$ cat src/hdl/rowbuf_pkg.sv
package rowbuf_pkg;

    // Pixel and bank geometry
    localparam int PIXEL_WIDTH     = 16;
    localparam int BANK_DEPTH      = 512;
    localparam int BANK_ADDR_WIDTH = $clog2(BANK_DEPTH);
    localparam int COL_WIDTH       = BANK_ADDR_WIDTH - 1;

    // Sequence word field positions
    localparam int SEQ_ROW_SEL_BIT  = 2 * COL_WIDTH;
    localparam int SEQ_COL_ODD_LSB  = COL_WIDTH;
    localparam int SEQ_COL_EVEN_LSB = 0;

    // Cycles from a sampled execute to valid bank data
    localparam int READ_LATENCY = 2;

    typedef logic [PIXEL_WIDTH-1:0]     pixel_t;
    typedef logic [BANK_ADDR_WIDTH-1:0] bank_addr_t;
    typedef logic [COL_WIDTH-1:0]       col_t;
    typedef logic [2*COL_WIDTH:0]       pix_seq_t;
    typedef logic [1:0]                 gray_t;

    // One-hot layer controller states
    typedef enum logic [4:0] {
        ST_IDLE          = 5'b00001,
        ST_PRIM_BUFFER   = 5'b00010,
        ST_WAIT_PFB_LOAD = 5'b00100,
        ST_ACTIVE        = 5'b01000,
        ST_JOB_DONE      = 5'b10000
    } layer_state_t;

endpackage

$ cat src/hdl/row_bank_if.sv
`timescale 1ns/100ps

interface row_bank_if;
    import rowbuf_pkg::*;

    // Write port, loaded during priming
    logic       wren;
    bank_addr_t wr_addr;
    pixel_t     wr_data;

    // Read port, used while the engine is active
    logic       rden;
    bank_addr_t rd_addr;
    pixel_t     rd_data;

    modport writer (
        output wren,
        output wr_addr,
        output wr_data
    );

    modport reader (
        output rden,
        output rd_addr,
        input  rd_data
    );

    modport ram (
        input  wren, wr_addr, wr_data,
        input  rden, rd_addr,
        output rd_data
    );

endinterface

$ cat src/hdl/read_sequencer.sv
`timescale 1ns/100ps

module read_sequencer (
    input  logic                          clk,
    input  logic                          rst,
    input  rowbuf_pkg::layer_state_t      state,
    input  logic                          execute,
    input  rowbuf_pkg::gray_t             gray_code,
    input  rowbuf_pkg::pix_seq_t          pix_seq_datain,
    row_bank_if.reader                    bank0,
    row_bank_if.reader                    bank1,
    output rowbuf_pkg::pixel_t [1:0]      pixel_dataout,
    output logic                          dataout_valid
);
    import rowbuf_pkg::*;

    logic                    rd_req;
    logic                    row_sel;
    col_t                    col_even;
    col_t                    col_odd;
    logic [READ_LATENCY-1:0] valid_pipe;

    ////////////////////////////////////////////////////////////////////
    // Sequence word decode
    ////////////////////////////////////////////////////////////////////

    assign row_sel  = pix_seq_datain[SEQ_ROW_SEL_BIT];
    assign col_odd  = pix_seq_datain[SEQ_COL_ODD_LSB +: COL_WIDTH];
    assign col_even = pix_seq_datain[SEQ_COL_EVEN_LSB +: COL_WIDTH];

    assign rd_req = (state == ST_ACTIVE) && execute;

    ////////////////////////////////////////////////////////////////////
    // Read issue
    ////////////////////////////////////////////////////////////////////

    // Gray code bit per bank flips which row half is current
    always_ff @(posedge clk) begin
        if (rd_req) begin
            bank0.rd_addr <= {gray_code[0] ^ row_sel, col_even};
            bank1.rd_addr <= {gray_code[1] ^ row_sel, col_odd};
        end
    end

    // Stage 0 is the read enable itself, last stage lines up with rd_data
    always_ff @(posedge clk) begin
        if (rst) begin
            valid_pipe <= '0;
        end else begin
            valid_pipe <= {valid_pipe[READ_LATENCY-2:0], rd_req};
        end
    end

    assign bank0.rden = valid_pipe[0];
    assign bank1.rden = valid_pipe[0];

    ////////////////////////////////////////////////////////////////////
    // Output
    ////////////////////////////////////////////////////////////////////

    assign dataout_valid = valid_pipe[READ_LATENCY-1];
    // Bank 1 in the upper pixel slot
    assign pixel_dataout = {bank1.rd_data, bank0.rd_data};

endmodule

$ cat src/flat_wrapper.sv
// flat-port wrapper written by rule: the top's interface ports become plain ports
module read_sequencer_flat import rowbuf_pkg::*;
  (clk, rst, state, execute, gray_code, pix_seq_datain, pixel_dataout, dataout_valid, bank0_rden, bank0_rd_addr, bank0_rd_data, bank1_rden, bank1_rd_addr, bank1_rd_data);
  row_bank_if bank0_i ();
  row_bank_if bank1_i ();
  input  logic clk;
  input  logic rst;
  input  rowbuf_pkg::layer_state_t state;
  input  logic execute;
  input  rowbuf_pkg::gray_t gray_code;
  input  rowbuf_pkg::pix_seq_t pix_seq_datain;
  output rowbuf_pkg::pixel_t [1:0] pixel_dataout;
  output logic dataout_valid;
  output wire logic [$bits(bank0_i.rden)-1:0] bank0_rden;
  output wire logic [$bits(bank0_i.rd_addr)-1:0] bank0_rd_addr;
  input wire logic [$bits(bank0_i.rd_data)-1:0] bank0_rd_data;
  output wire logic [$bits(bank1_i.rden)-1:0] bank1_rden;
  output wire logic [$bits(bank1_i.rd_addr)-1:0] bank1_rd_addr;
  input wire logic [$bits(bank1_i.rd_data)-1:0] bank1_rd_data;
  assign bank0_rden = bank0_i.rden;
  assign bank0_rd_addr = bank0_i.rd_addr;
  assign bank0_i.rd_data = bank0_rd_data;
  assign bank1_rden = bank1_i.rden;
  assign bank1_rd_addr = bank1_i.rd_addr;
  assign bank1_i.rd_data = bank1_rd_data;
  read_sequencer u_core (.clk(clk), .rst(rst), .state(state), .execute(execute), .gray_code(gray_code), .pix_seq_datain(pix_seq_datain), .bank0(bank0_i), .bank1(bank1_i), .pixel_dataout(pixel_dataout), .dataout_valid(dataout_valid));
endmodule
$ cat config.mk
export PLATFORM = sky130hd
export DESIGN_NAME = read_sequencer_flat
export DESIGN_NICKNAME = d
export VERILOG_FILES = /design/src/hdl/rowbuf_pkg.sv /design/src/hdl/row_bank_if.sv /design/src/hdl/read_sequencer.sv /design/src/flat_wrapper.sv
export SDC_FILE = /design/constraint.sdc
export NUM_CORES = 1
export LEC_CHECK = 0
export BUFFER_PORTS_ARGS = -buffer_cell sky130_fd_sc_hd__buf_2
export CELL_PAD_IN_SITES_DETAIL_PLACEMENT = 1
export CELL_PAD_IN_SITES_GLOBAL_PLACEMENT = 2
export CORE_ASPECT_RATIO = 1.25
export CORE_MARGIN = 1.5
export CORE_UTILIZATION = 16
export CTS_CLUSTER_SIZE = 24
export DETAILED_ROUTE_END_ITERATION = 12
export PLACE_DENSITY_LB_ADDON = 0.2
export SETUP_SLACK_MARGIN = 0.02
export SLEW_MARGIN = 15
export SYNTH_ARGS = -nofsm -noshare
export SYNTH_HDL_FRONTEND = slang
export SYNTH_SLANG_ARGS = --single-unit
$ cat constraint.sdc
create_clock -name clk -period 2.8 [get_ports clk]
set_clock_uncertainty 0.05 [all_clocks]
set_input_delay 0.14 -clock clk [delete_from_list [all_inputs] [get_ports clk]]
set_output_delay 0.14 -clock clk [all_outputs]
set_load 0.05 [all_outputs]
==> flow_metrics.env, run 1 <==
export IMPL_status="finished clean"
export IMPL_area_delta_synth_final_pct=17.61
export IMPL_drive_above_1_share_pct=67.50
export IMPL_final_common_cell="buf_2"
export IMPL_startpoint="u_core.valid_pipe[0]"
export IMPL_synth_seq_area_share_pct=65.91
export IMPL_crit_chain="buf_2"
export IMPL_start_util_pct=16.41
export IMPL_rsz0062_at_grt="false"
export IMPL_cts_root_buffer="clkbuf_8"
export IMPL_report_final_setup_viol=0
export IMPL_routabilityCongestion=0.6859
export IMPL_ios=112
export IMPL_ys_seq_elements=20
export IMPL_wire_per_inst_um=11.81
export IMPL_setup_tns_ps=0
export IMPL_die_x_um=69.37
export IMPL_synth_fa_ha_area_share_pct=0
export IMPL_r2r_start="u_core.valid_pipe[0]"
export IMPL_max_cap_violations=0
export IMPL_hp_class="input port to flip-flop"
export IMPL_holdWs_ps=13.54
export IMPL_numCtsBuffers=3
export IMPL_cpLargestDelayFamily="flip-flops"
export IMPL_ys_types=8
export IMPL_syn_instance_count=59
export IMPL_max_freq_mhz=950.8
export IMPL_cts_tree="done"
export IMPL_p_leak_nw=0.4262
export IMPL_slew_headroom_pct=82.45
export IMPL_portBuffers=47
export IMPL_nets=140
export IMPL_diodes=0
export IMPL_holdPathStages=1
export IMPL_met1_usage_pct=6.421
export IMPL_grt_pass1_vias=472
export IMPL_tightest_slew_ps=265.0
export IMPL_power_density_mw_per_mm2=559.0
export IMPL_grt_busiest_layer="met2"
export IMPL_fill_cells=619
export IMPL_die_y_um=85.96
export IMPL_clock_latency_ps=250
export IMPL_dr_first_iter_drc_count=23
export IMPL_path_class="flip-flop to output port"
export IMPL_synth_top_family_by_area="buffers and inverters"
export IMPL_synth_xor_area_share_pct=1.989
export IMPL_slowest_stage="dfxtp_1"
export IMPL_ant_nets=0
export IMPL_arrival_ps=860
export IMPL_hold_violations=0
export IMPL_grt_util_met2_pct=7.780
export IMPL_finalWirelength_mm=1.701
export IMPL_muxShareOfSynthArea_pct=0
export IMPL_r2r_slack_ps=2210
export IMPL_antenna_found_initial=0
export IMPL_max_stage_delay_ps=340
export IMPL_clk_pin_slew_worst_paths_ps=70
export IMPL_critPathLaunchType="flip-flop"
export IMPL_syn_nets=118
export IMPL_critical_path_buf_inv_count=1
export IMPL_cp_max_fo=3
export IMPL_r2r_cells=1
export IMPL_clockBufferDepth=2
export IMPL_grt_pass1_wl_mm=2.497
export IMPL_cp_data_required_time_ps=2610
export IMPL_layout_common_cells="buf_2 (47), edfxtp_1 (18), clkbuf_8 (4)"
export IMPL_r2r_end="u_core.valid_pipe[1]"
export IMPL_synth_simple_area_share_pct=3.977
export IMPL_grt_max_degree=19
export IMPL_crit_path_end_kind="output port"
export IMPL_synth_compound_area_share_pct=0
export IMPL_finalCritPeriodShare_pct=37.56
export IMPL_cts_sinks=20
export IMPL_routed_via_density=3.208
export IMPL_gr_total_overflow=0
export IMPL_final_min_clock_period_ps=1052
export IMPL_rows=30
export IMPL_drc=0
export IMPL_coreArea_mm2=0.005368
export IMPL_grtUsageMet3_pct=2.468
export IMPL_crit_path_end="bank1_rden"
export IMPL_drtPass1Iterations=4
export IMPL_grtUsageTotal_pct=5.494
export IMPL_dieArea_mm2=0.005962
export IMPL_synth_avg_cell_area_um2=14.93
export IMPL_syn_area_um2=880.8
export IMPL_worstHoldStart="pix_seq_datain[15]"
export IMPL_irDropWorstVdd_v=0.0001075
export IMPL_htree_levels=1
export IMPL_yosys_warnings=0
export IMPL_path_depth=1
export IMPL_maxSlewViolCount=0
export IMPL_via_count=462
==> Yosys cell counts <==
cell type / number / share of area, %
nand4bb_1: 1 / 1.3
dfxtp_1: 2 / 4.5
nor3_1: 1 / 0.57
nor4_2: 1 / 1.4
xor2_1: 2 / 2.0
nor2b_1: 1 / 0.71
edfxtp_1: 18 / 61
buf_4: 33 / 28
==> flip-flops by register name, indices dropped and copies added, names as in the netlist <==
register / count
u_core.bank0.rd_addr: 9
u_core.bank1.rd_addr: 9
u_core.valid_pipe: 2
==> metal layers <==
| layer | vias up | part of all wire [%] |
|---|---|---|
| li1 | 208 | - |
| met1 | 194 | 37 |
| met2 | 48 | 45 |
| met3 | 12 | 15 |
| met4 | 0 | 2.9 |
| met5 | - | 0 |
==> cells by family after synthesis <==
group,count (synthesis)
simple gates,4
buf+inv,33
xor+xnor,2
flops,20
==> what timing repair did <==
item | 4_1_cts | 5_1_grt
endpoints found under the setup margin | 0 | 0
hold buffers | 0 | 2
resized for setup | 0 | 0
endpoints found under the hold margin | 0 | 2
setup buffers | 0 | 0
==> cell type report <==
| cell class | instances | area, um2 | share of cell area, % |
|---|---|---|---|
| Clock buffer | 4 | 55.05 | 5.314 |
| Timing Repair Buffer | 50 | 262.8 | 25.36 |
| Sequential cell | 20 | 580.6 | 56.04 |
| Multi-Input combinational cell | 6 | 57.56 | 5.556 |
| Tap cell | 64 | 80.08 | 7.729 |
==> power breakdown <==
| group | switching (mW) | total, mW | internal [mW] |
|---|---|---|---|
| registers | 0.000683 | 0.329 | 0.329 |
| clock network | 0.0849 | 0.210 | 0.125 |
| logic | 0.0217 | 0.0402 | 0.0185 |
==> through the flow <==
step                      setup WS [ps]  total power [mW]  instance area [um2]  std cells  util [%]
after global placement             1562            0.3747                960.9        138     17.90
after CTS                          1722            0.5888                 1016        142     18.93
after floorplan                   701.5            0.4738                880.8         59         -
final                              1748            0.5792                 1036        144     19.30
after detailed placement           1537            0.3751                960.9        138     17.90
after global routing               1691            0.6059                 1036        144     19.30
==> worst min-delay path by stage <==
stage,endpoint
5_1_grt,u_core.bank1.rd_addr[6]
3_3_place_gp,pixel_dataout[10]
4_1_cts,u_core.bank0.rd_addr[3]
2_1_floorplan,u_core.valid_pipe[0]
6_report,u_core.bank1.rd_addr[7]
3_5_place_dp,pixel_dataout[10]
Note: power is estimated with default switching activity, not from simulation.
==> run 2: changes to the inputs <==
==> constraint.sdc (replaced) <==
create_clock -name clk -period 0.98 [get_ports clk]
set_clock_uncertainty 0.05 [all_clocks]
set_input_delay 0.049 -clock clk [delete_from_list [all_inputs] [get_ports clk]]
set_output_delay 0.049 -clock clk [all_outputs]
set_load 0.05 [all_outputs]
==> run 2 against run 1 <==
Effect of this change: clock power rose to 2.5 times the previous value; largest power group unchanged; critical path depth stayed put; combinational power grew to 4.6 times the previous value; final cell count grew 13%; hold slack better by 34 ps; die area unchanged; first-iteration DRC count down 22%; final area up 23%; global-route usage up 0.71 points; register-to-register slack lost 1800 ps.
==> flow_metrics.env, run 2 (synthesis gave the netlist of run 1 again) <==
export IMPL_status="finished clean"
export IMPL_irDropWorstVdd_v=0.0003517
export IMPL_layout_common_cells="buf_2 (35), dlygate4sd3_1 (19), edfxtp_1 (18)"
export IMPL_p_total_mw=1.659
export IMPL_hold_violations=0
export IMPL_maxSlewViolCount=0
export IMPL_met1_usage_pct=6.327
export IMPL_final_core_util_pct=23.73
export IMPL_critPathLaunchType="flip-flop"
export IMPL_final_cell_area_mm2=0.001274
export IMPL_cts_root_buffer="clkbuf_8"
export IMPL_r2r_end="u_core.valid_pipe[1]"
export IMPL_clk_pin_slew_worst_paths_ps=70
export IMPL_finalWirelength_mm=1.953
export IMPL_slew_headroom_pct=83.17
export IMPL_p_leak_nw=0.5164
export IMPL_setup_tns_ps=0
export IMPL_grt_busiest_layer="met2"
export IMPL_crit_chain="buf_2"
export IMPL_rsz0062_at_grt="true"
export IMPL_final_cells=162
export IMPL_tightest_slew_ps=254.1
export IMPL_die_y_um=85.96
export IMPL_ant_nets=0
export IMPL_finalCritPeriodShare_pct=96.00
export IMPL_grtUsageTotal_pct=6.201
export IMPL_routed_via_density=3.420
export IMPL_area_delta_synth_final_pct=44.60
export IMPL_gr_total_overflow=0
export IMPL_rows=30
export IMPL_cp_data_required_time_ps=880
export IMPL_clock_latency_ps=250
export IMPL_holdWs_ps=47.34
export IMPL_numCtsBuffers=3
export IMPL_max_cap_violations=0
export IMPL_slowest_stage="dfxtp_2"
export IMPL_crit_path_end_kind="output port"
export IMPL_r2r_cells=1
export IMPL_report_final_setup_viol=0
export IMPL_largest_registers="u_core.bank0.rd_addr (9), u_core.bank1.rd_addr (9), u_core.valid_pipe (2)"
export IMPL_grt_pass1_wl_mm=2.946
export IMPL_via_count=554
export IMPL_grtUsageMet3_pct=2.703
export IMPL_dp_cells=139
export IMPL_drc=0
export IMPL_r2r_slack_ps=390
export IMPL_routabilityCongestion=0.6592
export IMPL_dpl_cell_area_mm2=0.001005
export IMPL_start_util_pct=16.41
export IMPL_hold_path_end="u_core.bank1.rd_addr[8]"
export IMPL_switching_share_pct=19.59
export IMPL_power_density_mw_per_mm2=1302
export IMPL_grt_util_met2_pct=10.23
export IMPL_clockBufferDepth=2
export IMPL_holdPathStages=2
export IMPL_htree_levels=1
export IMPL_r2r_start="u_core.valid_pipe[0]"
export IMPL_cts_sinks=20
export IMPL_p_int_mw=1.334
export IMPL_die_x_um=69.37
export IMPL_final_min_clock_period_ps=940.8
export IMPL_critical_path_buf_inv_count=1
export IMPL_power_share_sequential_pct=56.7
export IMPL_wire_per_inst_um=12.06
export IMPL_nets=158
export IMPL_pwr_share_comb_pct=11.1
export IMPL_drive_above_1_share_pct=57.14
export IMPL_worstHoldStart="gray_code[1]"
export IMPL_antenna_found_initial=0
export IMPL_diodes=0
export IMPL_cpLargestDelayFamily="flip-flops"
export IMPL_portBuffers=47
export IMPL_hp_class="input port to flip-flop"
export IMPL_path_class="flip-flop to output port"
export IMPL_cp_max_fo=3
export IMPL_pre_cts_slack_ps=-127.8
export IMPL_arrival_ps=840
export IMPL_coreArea_mm2=0.005368
export IMPL_ios=112
export IMPL_grt_max_degree=19
export IMPL_p_clk_share_pct=32.2
export IMPL_fin_ws_ps=39.19
export IMPL_dr_first_iter_drc_count=18
export IMPL_drtPass1Iterations=3
export IMPL_cts_tree="done"
export IMPL_dieArea_mm2=0.005962
export IMPL_max_stage_delay_ps=340
export IMPL_grt_pass1_vias=611
export IMPL_switching_power_uw=324.9
export IMPL_max_freq_mhz=1063
export IMPL_final_common_cell="buf_2"
==> run 2: cell count changes in the layout (fill, tap and decap cells not counted), sizes merged <==
cell,change
clkbuf,+1
dlygate4sd3,+17
==> run 2: routing by layer <==
layer	vias to the layer above	part of all wire (%)
met3	18	14
li1	244	-
met5	-	0
met4	0	3.9
met2	51	48
met1	241	35
==> run 2: cell type report <==
class / count / area [um2]
well taps: 64 / 80.08
clock buffers: 4 / 45.04
multi-input cells: 6 / 80.08
fillers: 600 / 4094
flip-flops and latches: 20 / 581.8
repair buffers: 68 / 486.7
==> run 2: how the worst max path moves through the flow <==
stage,slack (ps),startpoint,end,cells after the start
2_1_floorplan,-220,state[2],u_core.bank0.rd_addr[0],2
3_3_place_gp,-100,state[2],u_core.bank0.rd_addr[5],4
3_5_place_dp,-130,state[2],u_core.bank0.rd_addr[5],4
4_1_cts,30,u_core.valid_pipe[0],bank0_rden,1
5_1_grt,8,u_core.valid_pipe[0],bank0_rden,1
6_report,40,u_core.valid_pipe[0],bank0_rden,1
==> run 2: power by group through the flow <==
stage	clock (mW)	combinational [mW]	sequential [mW]
CTS	0.560	0.183	0.941
floorplan	0	0.367	0.991
global placement	0	0.120	0.959
global route	0.589	0.198	0.941
finish	0.534	0.184	0.941
detailed placement	0	0.123	0.960
==> run 2: what timing repair did <==
action | in CTS | in global routing
setup buffers | 0 | 0
hold endpoints to repair | 18 | 0
hold buffers | 19 | 0
setup endpoints to repair | 1 | 14
resized for setup | 1 | 22
