===== src/hdl/rowbuf_pkg.sv =====
package rowbuf_pkg;

    // Pixel and bank geometry
    localparam int PIXEL_WIDTH     = 16;
    localparam int BANK_DEPTH      = 512;
    localparam int BANK_ADDR_WIDTH = $clog2(BANK_DEPTH);
    localparam int COL_WIDTH       = BANK_ADDR_WIDTH - 1;

    // Sequence word field positions
    localparam int SEQ_ROW_SEL_BIT  = 2 * COL_WIDTH;
    localparam int SEQ_COL_ODD_LSB  = COL_WIDTH;
    localparam int SEQ_COL_EVEN_LSB = 0;

    // Cycles from a sampled execute to valid bank data
    localparam int READ_LATENCY = 2;

    typedef logic [PIXEL_WIDTH-1:0]     pixel_t;
    typedef logic [BANK_ADDR_WIDTH-1:0] bank_addr_t;
    typedef logic [COL_WIDTH-1:0]       col_t;
    typedef logic [2*COL_WIDTH:0]       pix_seq_t;
    typedef logic [1:0]                 gray_t;

    // One-hot layer controller states
    typedef enum logic [4:0] {
        ST_IDLE          = 5'b00001,
        ST_PRIM_BUFFER   = 5'b00010,
        ST_WAIT_PFB_LOAD = 5'b00100,
        ST_ACTIVE        = 5'b01000,
        ST_JOB_DONE      = 5'b10000
    } layer_state_t;

endpackage


===== src/hdl/row_bank_if.sv =====
`timescale 1ns/100ps

interface row_bank_if;
    import rowbuf_pkg::*;

    // Write port, loaded during priming
    logic       wren;
    bank_addr_t wr_addr;
    pixel_t     wr_data;

    // Read port, used while the engine is active
    logic       rden;
    bank_addr_t rd_addr;
    pixel_t     rd_data;

    modport writer (
        output wren,
        output wr_addr,
        output wr_data
    );

    modport reader (
        output rden,
        output rd_addr,
        input  rd_data
    );

    modport ram (
        input  wren, wr_addr, wr_data,
        input  rden, rd_addr,
        output rd_data
    );

endinterface


===== src/hdl/prime_writer.sv =====
`timescale 1ns/100ps

module prime_writer (
    input  logic                     clk,
    input  logic                     rst,
    input  rowbuf_pkg::layer_state_t state,
    input  logic                     pfb_rden,
    input  rowbuf_pkg::col_t         input_row,
    input  rowbuf_pkg::col_t         input_col,
    input  rowbuf_pkg::col_t         num_input_cols,
    input  rowbuf_pkg::pixel_t       pixel_datain,
    row_bank_if.writer               bank0,
    row_bank_if.writer               bank1
);
    import rowbuf_pkg::*;

    logic prime_valid;
    logic hit0;
    logic hit1;
    logic half0;
    logic half1;

    ////////////////////////////////////////////////////////////////////
    // Priming decode
    ////////////////////////////////////////////////////////////////////

    assign prime_valid = (state == ST_PRIM_BUFFER) && pfb_rden
                         && (input_col <= num_input_cols);

    // Row 0 fills the lower half of both banks,
    // rows 1 and 2 fill the upper half of one bank each
    always_comb begin
        hit0  = 1'b0;
        hit1  = 1'b0;
        half0 = 1'b0;
        half1 = 1'b0;
        if (prime_valid) begin
            case (input_row)
                col_t'(0): begin
                    hit0 = 1'b1;
                    hit1 = 1'b1;
                end
                col_t'(1): begin
                    hit1  = 1'b1;
                    half1 = 1'b1;
                end
                col_t'(2): begin
                    hit0  = 1'b1;
                    half0 = 1'b1;
                end
                default: begin
                    hit0 = 1'b0;
                    hit1 = 1'b0;
                end
            endcase
        end
    end

    ////////////////////////////////////////////////////////////////////
    // Write registers
    ////////////////////////////////////////////////////////////////////

    always_ff @(posedge clk) begin
        if (rst) begin
            bank0.wren <= 1'b0;
            bank1.wren <= 1'b0;
        end else begin
            bank0.wren <= hit0;
            bank1.wren <= hit1;
        end
    end

    // Address and pixel only move when a write is issued
    always_ff @(posedge clk) begin
        if (hit0) begin
            bank0.wr_addr <= {half0, input_col};
            bank0.wr_data <= pixel_datain;
        end
        if (hit1) begin
            bank1.wr_addr <= {half1, input_col};
            bank1.wr_data <= pixel_datain;
        end
    end

endmodule


===== src/flat_wrapper.sv =====
// flat-port wrapper written by rule: the top's interface ports become plain ports
module prime_writer_flat import rowbuf_pkg::*;
  (clk, rst, state, pfb_rden, input_row, input_col, num_input_cols, pixel_datain, bank0_wren, bank0_wr_addr, bank0_wr_data, bank1_wren, bank1_wr_addr, bank1_wr_data);
  row_bank_if bank0_i ();
  row_bank_if bank1_i ();
  input  logic clk;
  input  logic rst;
  input  rowbuf_pkg::layer_state_t state;
  input  logic pfb_rden;
  input  rowbuf_pkg::col_t input_row;
  input  rowbuf_pkg::col_t input_col;
  input  rowbuf_pkg::col_t num_input_cols;
  input  rowbuf_pkg::pixel_t pixel_datain;
  output wire logic [$bits(bank0_i.wren)-1:0] bank0_wren;
  output wire logic [$bits(bank0_i.wr_addr)-1:0] bank0_wr_addr;
  output wire logic [$bits(bank0_i.wr_data)-1:0] bank0_wr_data;
  output wire logic [$bits(bank1_i.wren)-1:0] bank1_wren;
  output wire logic [$bits(bank1_i.wr_addr)-1:0] bank1_wr_addr;
  output wire logic [$bits(bank1_i.wr_data)-1:0] bank1_wr_data;
  assign bank0_wren = bank0_i.wren;
  assign bank0_wr_addr = bank0_i.wr_addr;
  assign bank0_wr_data = bank0_i.wr_data;
  assign bank1_wren = bank1_i.wren;
  assign bank1_wr_addr = bank1_i.wr_addr;
  assign bank1_wr_data = bank1_i.wr_data;
  prime_writer u_core (.clk(clk), .rst(rst), .state(state), .pfb_rden(pfb_rden), .input_row(input_row), .input_col(input_col), .num_input_cols(num_input_cols), .pixel_datain(pixel_datain), .bank0(bank0_i), .bank1(bank1_i));
endmodule

===== config.mk =====
export PLATFORM = sky130hd
export DESIGN_NAME = prime_writer_flat
export DESIGN_NICKNAME = d
export VERILOG_FILES = /design/src/hdl/rowbuf_pkg.sv /design/src/hdl/row_bank_if.sv /design/src/hdl/prime_writer.sv /design/src/flat_wrapper.sv
export SDC_FILE = /design/constraint.sdc
export NUM_CORES = 1
export LEC_CHECK = 0
export BUFFER_PORTS_ARGS = -buffer_cell sky130_fd_sc_hd__buf_2
export CAP_MARGIN = 5
export CORE_AREA = 5 5 76 78
export CTS_CLUSTER_DIAMETER = 60
export CTS_CLUSTER_SIZE = 30
export DETAILED_ROUTE_END_ITERATION = 7
export DIE_AREA = 0 0 81 83
export PLACE_DENSITY = 0.82
export SYNTH_ARGS = -nofsm -noshare
export SYNTH_HDL_FRONTEND = slang
export SYNTH_SLANG_ARGS = --single-unit

===== constraint.sdc =====
create_clock -name clk -period 4 [get_ports clk]
set_clock_uncertainty 0.05 [all_clocks]
set_input_delay 0.4 -clock clk [delete_from_list [all_inputs] [get_ports clk]]
set_output_delay 0.4 -clock clk [all_outputs]
set_load 0.005 [all_outputs]

==> results of run 1 <==
[registers in the layout, indices dropped and copies added, names as in the netlist]
signal and flops:
u_core.bank1.wr_data 16, u_core.bank1.wr_addr 9, u_core.bank0.wr_addr 9, u_core.bank1.wren 1, u_core.bank0.wr_data 16, u_core.bank0.wren 1
[per-layer routing]
| metal | routed length (um) | share of wire, % | up-vias |
|---|---|---|---|
| met2 | 1750 | 45 | 80 |
| met3 | 576 | 15 | 4 |
| met5 | 0 | 0 | - |
| met1 | 1530 | 39 | 538 |
| li1 | - | - | 584 |
| met4 | 21 | 0.54 | 0 |
[power by group]
part           switching [uW]  internal [uW]  leakage, uW
sequential             0.0143            595     0.000461
combinational            25.0           26.6     0.000558
clock                     150            185    0.0000552
[final timing paths]
kind	to	cells past startpoint
max	u_core.bank0.wr_data[11]$_DFFE_PP_	8
min	u_core.bank0.wr_data[14]$_DFFE_PP_	1
[cells in the mapped netlist (all sizes together)]
master	number	area [um2]
or3	2	12.5
a211oi	1	7.51
nand2b	2	12.5
edfxtp	50	1500
nand4	2	12.5
inv	8	30.0
a21o	1	7.51
nor2	1	3.75
nor2b	1	6.26
nor4	5	37.5
dfxtp	2	40.0
nor4b	2	38.8
ha	8	100
o211ai	1	7.51
nand3	2	15.0
a21oi	3	15.0
nor3	2	10.0
[per-stage QoR]
step	hold slack [ps]	TNS (ps)	area [um2]	util (%)
floorplan	449	-7160	1860	-
global placement	540	0	2480	49.6
detailed placement	543	0	2480	49.6
CTS	231	0	2590	51.7
global route	220	0	2590	51.7
finish	244	0	2590	51.7
[kinds of logic (layout without fill, tap and decap cells)]
family	Yosys count	after routing	synth area share, %
flip-flops	52	52	83.0
AND/OR/NAND/NOR	19	19	8.01
adder cells (fa/ha/maj)	8	8	5.39
AO/OA/AOI/OAI	6	6	2.02
buffers and inverters	8	119	1.62
[critical path, stage by stage]
cell      delay (ps)
buf_2             80
inv_1             40
ha_1             280
nor2b_1          130
o211ai_1          90
a211oi_1         660
nor4_2           110
buf_4            230
[area by class of cell]
class	count	area, um2	area share [%]
clock buffers	6	72.6	2.80
flip-flops and latches	52	1540	59.5
well taps	70	87.6	3.38
inverters	8	30.0	1.16
clock inverters	2	35.0	1.35
multi-input cells	33	299	11.5
repair buffers	103	526	20.3
==> flow_metrics.py, run 1 <==
metrics = {
    "logic_synthesis": {
        "yosysSeqAreaShare_pct": 83.0,
        "synth_nets": 149,
        "ys_seq_elements": 52,
        "synthesis.area_um2": 1860,
        "synth_warnings": 0,
        "synthesis.instances": 93,
        "ys_types": 20,
        "syn_avg_cell_area_um2": 20.0,
    },
    "clock_tree": {
        "hold_buffers": 0,
        "ctsLongestPathBuffers": 2,
        "cts.sink_count": 52,
        "post_cts_buffers": 0,
        "post_cts_resized": 0,
        "clkTransAtPathRegs_ps": 80,
        "cts_tree": "done",
        "htreeDepth": 2,
        "cts_made_buffers": 5,
        "cts_root_buffer": "clkbuf_8",
    },
    "final_layout": {
        "final_cell_mix": "99 x buf_2, 50 x edfxtp_1, 8 x inv_1, 8 x ha_1, 5 x clkbuf_8",
        "diodes": 0,
        "drive_gt1_share_pct": 56.9,
        "syn2layout_area_growth_pct": 39.5,
        "fin_cells": 274,
        "fill_cells": 447,
        "layout_commonest_cell": "buf_2",
        "layout.nets": 259,
    },
    "global_routing": {
        "antenna_found_initial": 0,
        "grt_max_degree": 16,
        "use_met3_pct": 7.14,
        "grt_pass1_wl_mm": 6.00,
        "track_usage_pct": 11.8,
        "grt_busiest_layer": "met2",
        "grt_pass1_vias": 1281,
        "use_met1_pct": 13.7,
        "met2_usage_pct": 18.5,
        "grt_remaining_overflow": 0,
    },
    "placed_design": {
        "dp.cells": 266,
        "gp_congestion": 0.750,
        "port_buffers": 99,
        "pre_cts_ws_ps": 1650,
        "place_hpwl_mm": 3.19,
    },
    "floorplan": {
        "die_area_um2": 6720,
        "num_rows": 26,
        "initial_utilization_pct": 37.1,
        "ios": 100,
        "fp.dieH_um": 83,
        "fp.coreArea_um2": 5010,
        "die_width_um": 81,
    },
    "critical_path": {
        "endpoint_kind": "flip-flop",
        "worst_setup_path_start_kind": "input pin",
        "critPathMaxFanout": 13,
        "worstSetupPathType": "in -> reg",
        "cp.arrival_ps": 2040,
        "crit_start": "num_input_cols[1]",
        "required_ps": 3990,
    },
    "timing": {
        "hold_viol_final": 0,
        "setup_violations": 0,
        "max_freq_mhz": 488,
        "rsz0062_at_grt": "false",
        "post-route-min-period_ps": 2050,
        "tightest_slew_ps": 788,
        "worst_slack_ps": 1950,
        "min_period_over_period_pct": 51.2,
        "slew_headroom_pct": 47.1,
        "slew_violations": 0,
    },
    "status": {
        "status": "finished, final reports clean",
    },
    "min_path": {
        "min_from": "pixel_datain[14]",
        "hp-class": "in -> reg",
    },
    "power": {
        "power_density_nw_per_um2": 379,
        "p_leak_uw": 0.00107,
        "irDropWorstVdd_mv": 0.233,
        "finalPower_uw": 982,
    },
    "drt": {
        "via_count": 1206,
        "via_per_inst": 4.40,
        "wl_mm": 3.88,
        "drc": 0,
        "drt_iter0_drc": 15,
        "ant_nets": 0,
        "wl_per_cell_um": 14.1,
        "dr.pass1.iters": 4,
    },
    "flow_run": {
        "maxCapViolations": 0,
    },
}
No activity file was read; power rests on OpenSTA's default activity.
==> run 2: changes to the inputs <==
--- a/config.mk
+++ b/config.mk
@@ -5,13 +5,14 @@
 export SDC_FILE = /design/constraint.sdc
 export NUM_CORES = 1
 export LEC_CHECK = 0
+export ABC_AREA = 1
 export BUFFER_PORTS_ARGS = -buffer_cell sky130_fd_sc_hd__buf_2
 export CAP_MARGIN = 5
-export CORE_AREA = 5 5 76 78
+export CORE_AREA = 5 5 75 77
 export CTS_CLUSTER_DIAMETER = 60
 export CTS_CLUSTER_SIZE = 30
 export DETAILED_ROUTE_END_ITERATION = 7
-export DIE_AREA = 0 0 81 83
+export DIE_AREA = 0 0 80 82
 export PLACE_DENSITY = 0.82
 export SYNTH_ARGS = -nofsm -noshare
 export SYNTH_HDL_FRONTEND = slang
==> constraint.sdc (replaced) <==
create_clock -name clk -period 2 [get_ports clk]
set_clock_uncertainty 0.05 [all_clocks]
set_input_delay 0.2 -clock clk [delete_from_list [all_inputs] [get_ports clk]]
set_output_delay 0.2 -clock clk [all_outputs]
set_load 0.005 [all_outputs]
==> flow_metrics.py, run 2 <==
metrics = {
    "placed_design": {
        "port_buffers": 99,
        "place_hpwl_mm": 3.31,
        "gp_congestion": 0.757,
        "pre_cts_ws_ps": 175,
    },
    "timing": {
        "post-route-min-period_ps": 1490,
        "slew_headroom_pct": 79.9,
        "min_period_over_period_pct": 74.5,
        "slew_violations": 0,
        "tightest_slew_ps": 300,
        "max_freq_mhz": 671,
        "hold_viol_final": 0,
        "fin_setup_tns_ps": 0,
        "worst_slack_ps": 510,
        "setup_violations": 0,
        "rsz0062_at_grt": "false",
    },
    "drt": {
        "ant_nets": 0,
        "drt_iter0_drc": 32,
        "drc": 0,
        "wl_per_cell_um": 13.9,
        "wl_mm": 4.01,
        "dr.pass1.iters": 4,
        "via_count": 1221,
        "via_per_inst": 4.22,
    },
    "logic_synthesis": {
        "synth_area_leaders": "edfxtp_1 80%, ha_1 5.3%, inv_1 3.4%, dfxtp_1 2.1%, nand2_1 1.8%",
        "ys_types": 16,
        "synthSimpleGateAreaFrac_pct": 8.31,
        "synth_warnings": 0,
        "syn_avg_cell_area_um2": 17.3,
        "synthArstFlopShare_pct": 0,
        "synthesis.area_um2": 1880,
        "ys_seq_elements": 52,
        "synth.area.mux_share_pct": 0,
        "synth_largest_area_cell": "edfxtp_1",
        "synthesis.instances": 109,
        "synth_nets": 165,
        "synth_top_family_by_area": "simple AND/OR/NAND/NOR gates",
        "synthAdderAreaFrac_pct": 5.32,
        "synth.most_common_cell": "edfxtp_1",
        "synth_xor_xnor_area_share_pct": 0,
        "synth_commonest_cells": "50 x edfxtp_1, 17 x inv_1, 9 x nand2_1, 9 x nor2_1, 8 x ha_1",
        "synth_ff_type": "edfxtp_1",
        "synth-edff-count": 50,
        "synth-compound-area-share_pct": 0.930,
        "synth_top_area_share_pct": 79.7,
        "yosysSeqAreaShare_pct": 81.9,
    },
    "flow_run": {
        "maxCapViolations": 0,
    },
    "clock_tree": {
        "hold_buffers": 0,
        "cts.sink_count": 52,
        "clkTransAtPathRegs_ps": 80,
        "cts_root_buffer": "clkbuf_8",
        "cts_tree": "done",
        "post_cts_buffers": 0,
        "post_cts_resized": 0,
        "cts_made_buffers": 5,
        "ctsLongestPathBuffers": 2,
        "htreeDepth": 2,
    },
    "final_layout": {
        "drive_gt1_share_pct": 53.9,
        "layout_commonest_cell": "buf_2",
        "reg.largest.list": "u_core.bank0.wr_data (16), u_core.bank1.wr_data (16)",
        "diodes": 0,
        "syn2layout_area_growth_pct": 39.4,
        "final_cell_mix": "99 x buf_2, 50 x edfxtp_1, 17 x inv_1",
        "layout.nets": 275,
    },
    "min_path": {
        "hp-class": "in -> reg",
        "hold_depth": 2,
    },
    "critical_path": {
        "worstSetupPathType": "in -> reg",
        "endpoint_kind": "flip-flop",
        "cp.arrival_ps": 1430,
        "required_ps": 1940,
        "worst_setup_path_start_kind": "input pin",
        "critPathMaxFanout": 15,
    },
    "status": {
        "status": "finished, final reports clean",
    },
    "global_routing": {
        "grt_pass1_wl_mm": 5.63,
        "grt_busiest_layer": "met2",
        "track_usage_pct": 12.1,
        "use_met3_pct": 4.50,
        "antenna_found_initial": 0,
        "grt_pass1_vias": 1143,
        "grt_remaining_overflow": 0,
        "grt_max_degree": 16,
        "use_met1_pct": 13.2,
        "met2_usage_pct": 20.8,
    },
    "floorplan": {
        "initial_utilization_pct": 38.1,
        "die_width_um": 80,
        "ios": 100,
        "num_rows": 26,
        "fp.coreArea_um2": 4940,
        "fp.dieH_um": 82,
        "die_area_um2": 6560,
    },
    "power": {
        "irDropWorstVdd_mv": 0.305,
        "p_leak_uw": 0.00117,
        "power_density_nw_per_um2": 797,
    },
}
run 2: cell types whose count changed after synthesis, moves of 2 or more:
cell	delta
or3_1	-2
nor2_1	+8
nor4_1	-4
inv_1	+9
nand2_1	+9
nand2_2	+2
nand2b_1	-2
run 2: final timing paths:
check                    startpoint                                  to
setup / recovery  num_input_cols[7]  u_core.bank1.wr_data[13]$_DFFE_PP_
hold / removal                  rst        u_core.bank1.wren$_SDFF_PP0_
run 2: through the flow:
step / cell area (um2) / hold WS [ps] / instances / utilization [%] / total power (uW)
6_report: 2630 / 22.2 / 289 / 53.1 / 2090
5_1_grt: 2630 / 18.0 / 289 / 53.1 / 2180
4_1_cts: 2630 / 12.0 / 289 / 53.1 / 2120
3_5_place_dp: 2500 / 331 / 282 / 50.5 / 1330
3_3_place_gp: 2500 / 328 / 282 / 50.5 / 1320
2_1_floorplan: 1880 / 222 / 109 / - / 1260
run 2: power by group:
group          internal [uW]  leakage (uW)  switching, uW
clock network            492     0.0000642            303
registers               1190      0.000461         0.0300
logic                   53.9      0.000643           55.0
run 2: routing by layer:
| layer | vias to the layer above | routed length, um |
|---|---|---|
| met3 | 5 | 406 |
| met5 | - | 0 |
| met1 | 557 | 1490 |
| li1 | 598 | - |
| met2 | 61 | 2040 |
| met4 | 0 | 70 |
run 2: logic make-up after synthesis:
family | count (synthesis)
DFF | 52
adders and majority gates | 8
AOI/OAI and AO/OA | 3
buffers and inverters | 18
and+or+nand+nor | 28
run 2: cell type report:
type	instances	area (um2)
fill	451	2320
sequential	52	1540
timing repair buffer	103	526
multi-input combinational	39	274
tap	70	87.6
clock buffer	5	68.8
inverter	18	67.6
clock inverter	2	60.1
run 2: critical path, stage by stage:
cell	delay, ps
buf_2	80
inv_1	30
ha_1	310
a21o_1	160
nor2_1	100
nand2_1	70
nand2_2	70
nand3_2	80
inv_1	90
buf_4	230
==> run 3: changes to the inputs <==
--- a/config.mk
+++ b/config.mk
@@ -13,7 +13,7 @@
 export CTS_CLUSTER_SIZE = 30
 export DETAILED_ROUTE_END_ITERATION = 7
 export DIE_AREA = 0 0 80 82
-export PLACE_DENSITY = 0.82
+export PLACE_DENSITY = 0.85
 export SYNTH_ARGS = -nofsm -noshare
 export SYNTH_HDL_FRONTEND = slang
 export SYNTH_SLANG_ARGS = --single-unit
==> constraint.sdc (replaced) <==
create_clock -name clk -period 1.3 [get_ports clk]
set_clock_uncertainty 0.05 [all_clocks]
set_input_delay 0.13 -clock clk [delete_from_list [all_inputs] [get_ports clk]]
set_output_delay 0.13 -clock clk [all_outputs]
set_load 0.005 [all_outputs]
==> flow_metrics.py, run 3 (synthesis gave the netlist of run 2 again) <==
metrics = {
    "clock_tree": {
        "cts_root_buffer": "clkbuf_8",
        "ctsLongestPathBuffers": 2,
        "cts_made_buffers": 5,
        "htreeDepth": 2,
        "clkTransAtPathRegs_ps": 100,
        "cts.sink_count": 52,
        "cts_tree": "done",
    },
    "final_layout": {
        "fill_cells": 328,
        "multiInputGateArea_um2": 419,
        "layout_commonest_cell": "buf_2",
        "reg.largest.list": "u_core.bank0.wr_data (16), u_core.bank1.wr_data (16)",
        "layout.nets": 315,
        "final_cell_mix": "88 x buf_2, 50 x edfxtp_1, 18 x dlygate4sd3_1, 18 x buf_4, 12 x buf_6",
        "drive_gt1_share_pct": 64.2,
        "diodes": 0,
        "syn2layout_area_growth_pct": 74.4,
        "area.sequential_um2": 1540,
    },
    "timing": {
        "holdWs_ps": 54.3,
        "rsz0062_at_grt": "true",
        "setup_violations": 49,
        "max_freq_mhz": 702,
        "tightest_slew_ps": 279,
        "post-route-min-period_ps": 1420,
        "worst_slack_ps": -125,
        "hold_viol_final": 0,
        "slew_headroom_pct": 81.4,
        "min_period_over_period_pct": 110,
        "slew_violations": 0,
    },
    "critical_path": {
        "worst_setup_path_start_kind": "input pin",
        "required_ps": 1290,
        "critPathMaxStageDelay_ps": 240,
        "cp.arrival_ps": 1420,
        "path_delay_family": "buffers and inverters",
        "cp_slowest_cell": "ha_4",
        "endpoint_kind": "flip-flop",
        "crit_start": "input_col[7]",
        "cp.depth": 10,
        "worstSetupPathType": "in -> reg",
        "cp_cell_sequence": "buf_8 -> ha_4 -> a21o_1 -> nor2_2 -> nand2_2 -> nand2_4 -> nand3_4 -> clkinvlp_4 -> buf_12 -> clkbuf_16",
        "worstSetupEndpoint": "u_core.bank1.wr_data[7]$_DFFE_PP_",
        "critPathMaxFanout": 4,
        "path_buf_inv": 4,
    },
    "global_routing": {
        "antenna_found_initial": 0,
        "track_usage_pct": 16.5,
        "grt_remaining_overflow": 0,
        "grt_pass1_wl_mm": 7.80,
        "grt_max_degree": 18,
        "grt_pass1_vias": 1489,
    },
    "power": {
        "power_density_nw_per_um2": 1010,
        "p_leak_uw": 0.00137,
        "irDropWorstVdd_mv": 0.691,
    },
    "floorplan": {
        "die_width_um": 80,
        "fp.coreArea_um2": 4940,
        "die_area_um2": 6560,
        "ios": 100,
        "initial_utilization_pct": 38.1,
        "num_rows": 26,
        "fp.dieH_um": 82,
    },
    "drt": {
        "dr.pass1.iters": 4,
        "drc": 0,
        "ant_nets": 0,
        "drt_iter0_drc": 86,
        "via_per_inst": 4.39,
        "wl_per_cell_um": 17.6,
        "via_count": 1448,
        "wl_mm": 5.81,
    },
    "placed_design": {
        "gp_congestion": 0.682,
        "pre_cts_ws_ps": -430,
        "place_hpwl_mm": 3.59,
        "port_buffers": 99,
    },
    "status": {
        "failed_checks": "negative setup slack",
        "status": "complete, but fails checks",
    },
    "flow_run": {
        "maxCapViolations": 0,
    },
    "min_path": {
        "hp-class": "in -> reg",
    },
}
==> run 3: cell types whose count changed in the layout (fill, tap and decap cells not counted), moves of 4 or more <==
cell | previous run | this run
buf_12 | 0 | 4
ha_1 | 8 | 1
ha_4 | 0 | 7
nand2_1 | 9 | 3
buf_4 | 4 | 18
buf_6 | 0 | 12
buf_2 | 99 | 88
inv_1 | 17 | 8
dlygate4sd3_1 | 0 | 18
==> run 3: worst min path at each step <==
stage                  from                                end  slack [ps]  cells past startpoint
6_report       input_col[1]  u_core.bank1.wr_addr[1]$_DFFE_PP_          50                      2
3_5_place_dp            rst       u_core.bank1.wren$_SDFF_PP0_         250                      2
5_1_grt        input_col[1]  u_core.bank1.wr_addr[1]$_DFFE_PP_          40                      2
2_1_floorplan           rst       u_core.bank0.wren$_SDFF_PP0_         150                      1
4_1_cts        input_col[5]  u_core.bank0.wr_addr[5]$_DFFE_PP_          60                      2
3_3_place_gp            rst       u_core.bank1.wren$_SDFF_PP0_         250                      2
==> run 3: through the flow <==
stage / utilization (%) / power, uW / TNS (ps) / std cells / area, um2
finish: 66.4 / 3310 / -2810 / 330 / 3280
global route: 66.4 / 3410 / -5110 / 330 / 3280
CTS: 64.9 / 3250 / -3200 / 327 / 3210
detailed placement: 55.9 / 2120 / -21740 / 296 / 2770
global placement: 55.9 / 2110 / -20470 / 296 / 2770
floorplan: - / 1980 / -15270 / 109 / 2020
==> run 3: cell type report <==
type                       count  area share (%)
sequential                    52            46.9
timing repair buffer         143            31.2
multi-input combinational     39            12.8
inverter                      18            2.90
tap                           70            2.67
clock buffer                   5            2.10
clock inverter                 3            1.41
==> run 3: per-layer routing <==
metal | routed length (um) | track usage [%] | vias to the layer above | part of all wire (%)
met2 | 3140 | 31.9 | 91 | 54
li1 | - | - | 682 | -
met5 | 0 | 0 | - | 0
met1 | 2050 | 16.9 | 667 | 35
met4 | 82 | 5.74 | 0 | 1.4
met3 | 540 | 4.71 | 8 | 9.3
==> run 3: where the power goes <==
part | switching (uW) | total, uW | internal, uW
Clock | 550 | 1130 | 580
Sequential | 0.0617 | 1830 | 1830
Combinational | 145 | 347 | 202
Total | 696 | 3310 | 2610
==> run 3: timing repair <==
item | in CTS | in global routing
endpoints found under the setup margin | 50 | 54
hold endpoints to repair | 36 | 0
hold buffers | 18 | 0
setup buffers | 4 | 3
gates resized for setup | 19 | 18
gates cloned | 1 | 1
pin swaps | 0 | 9
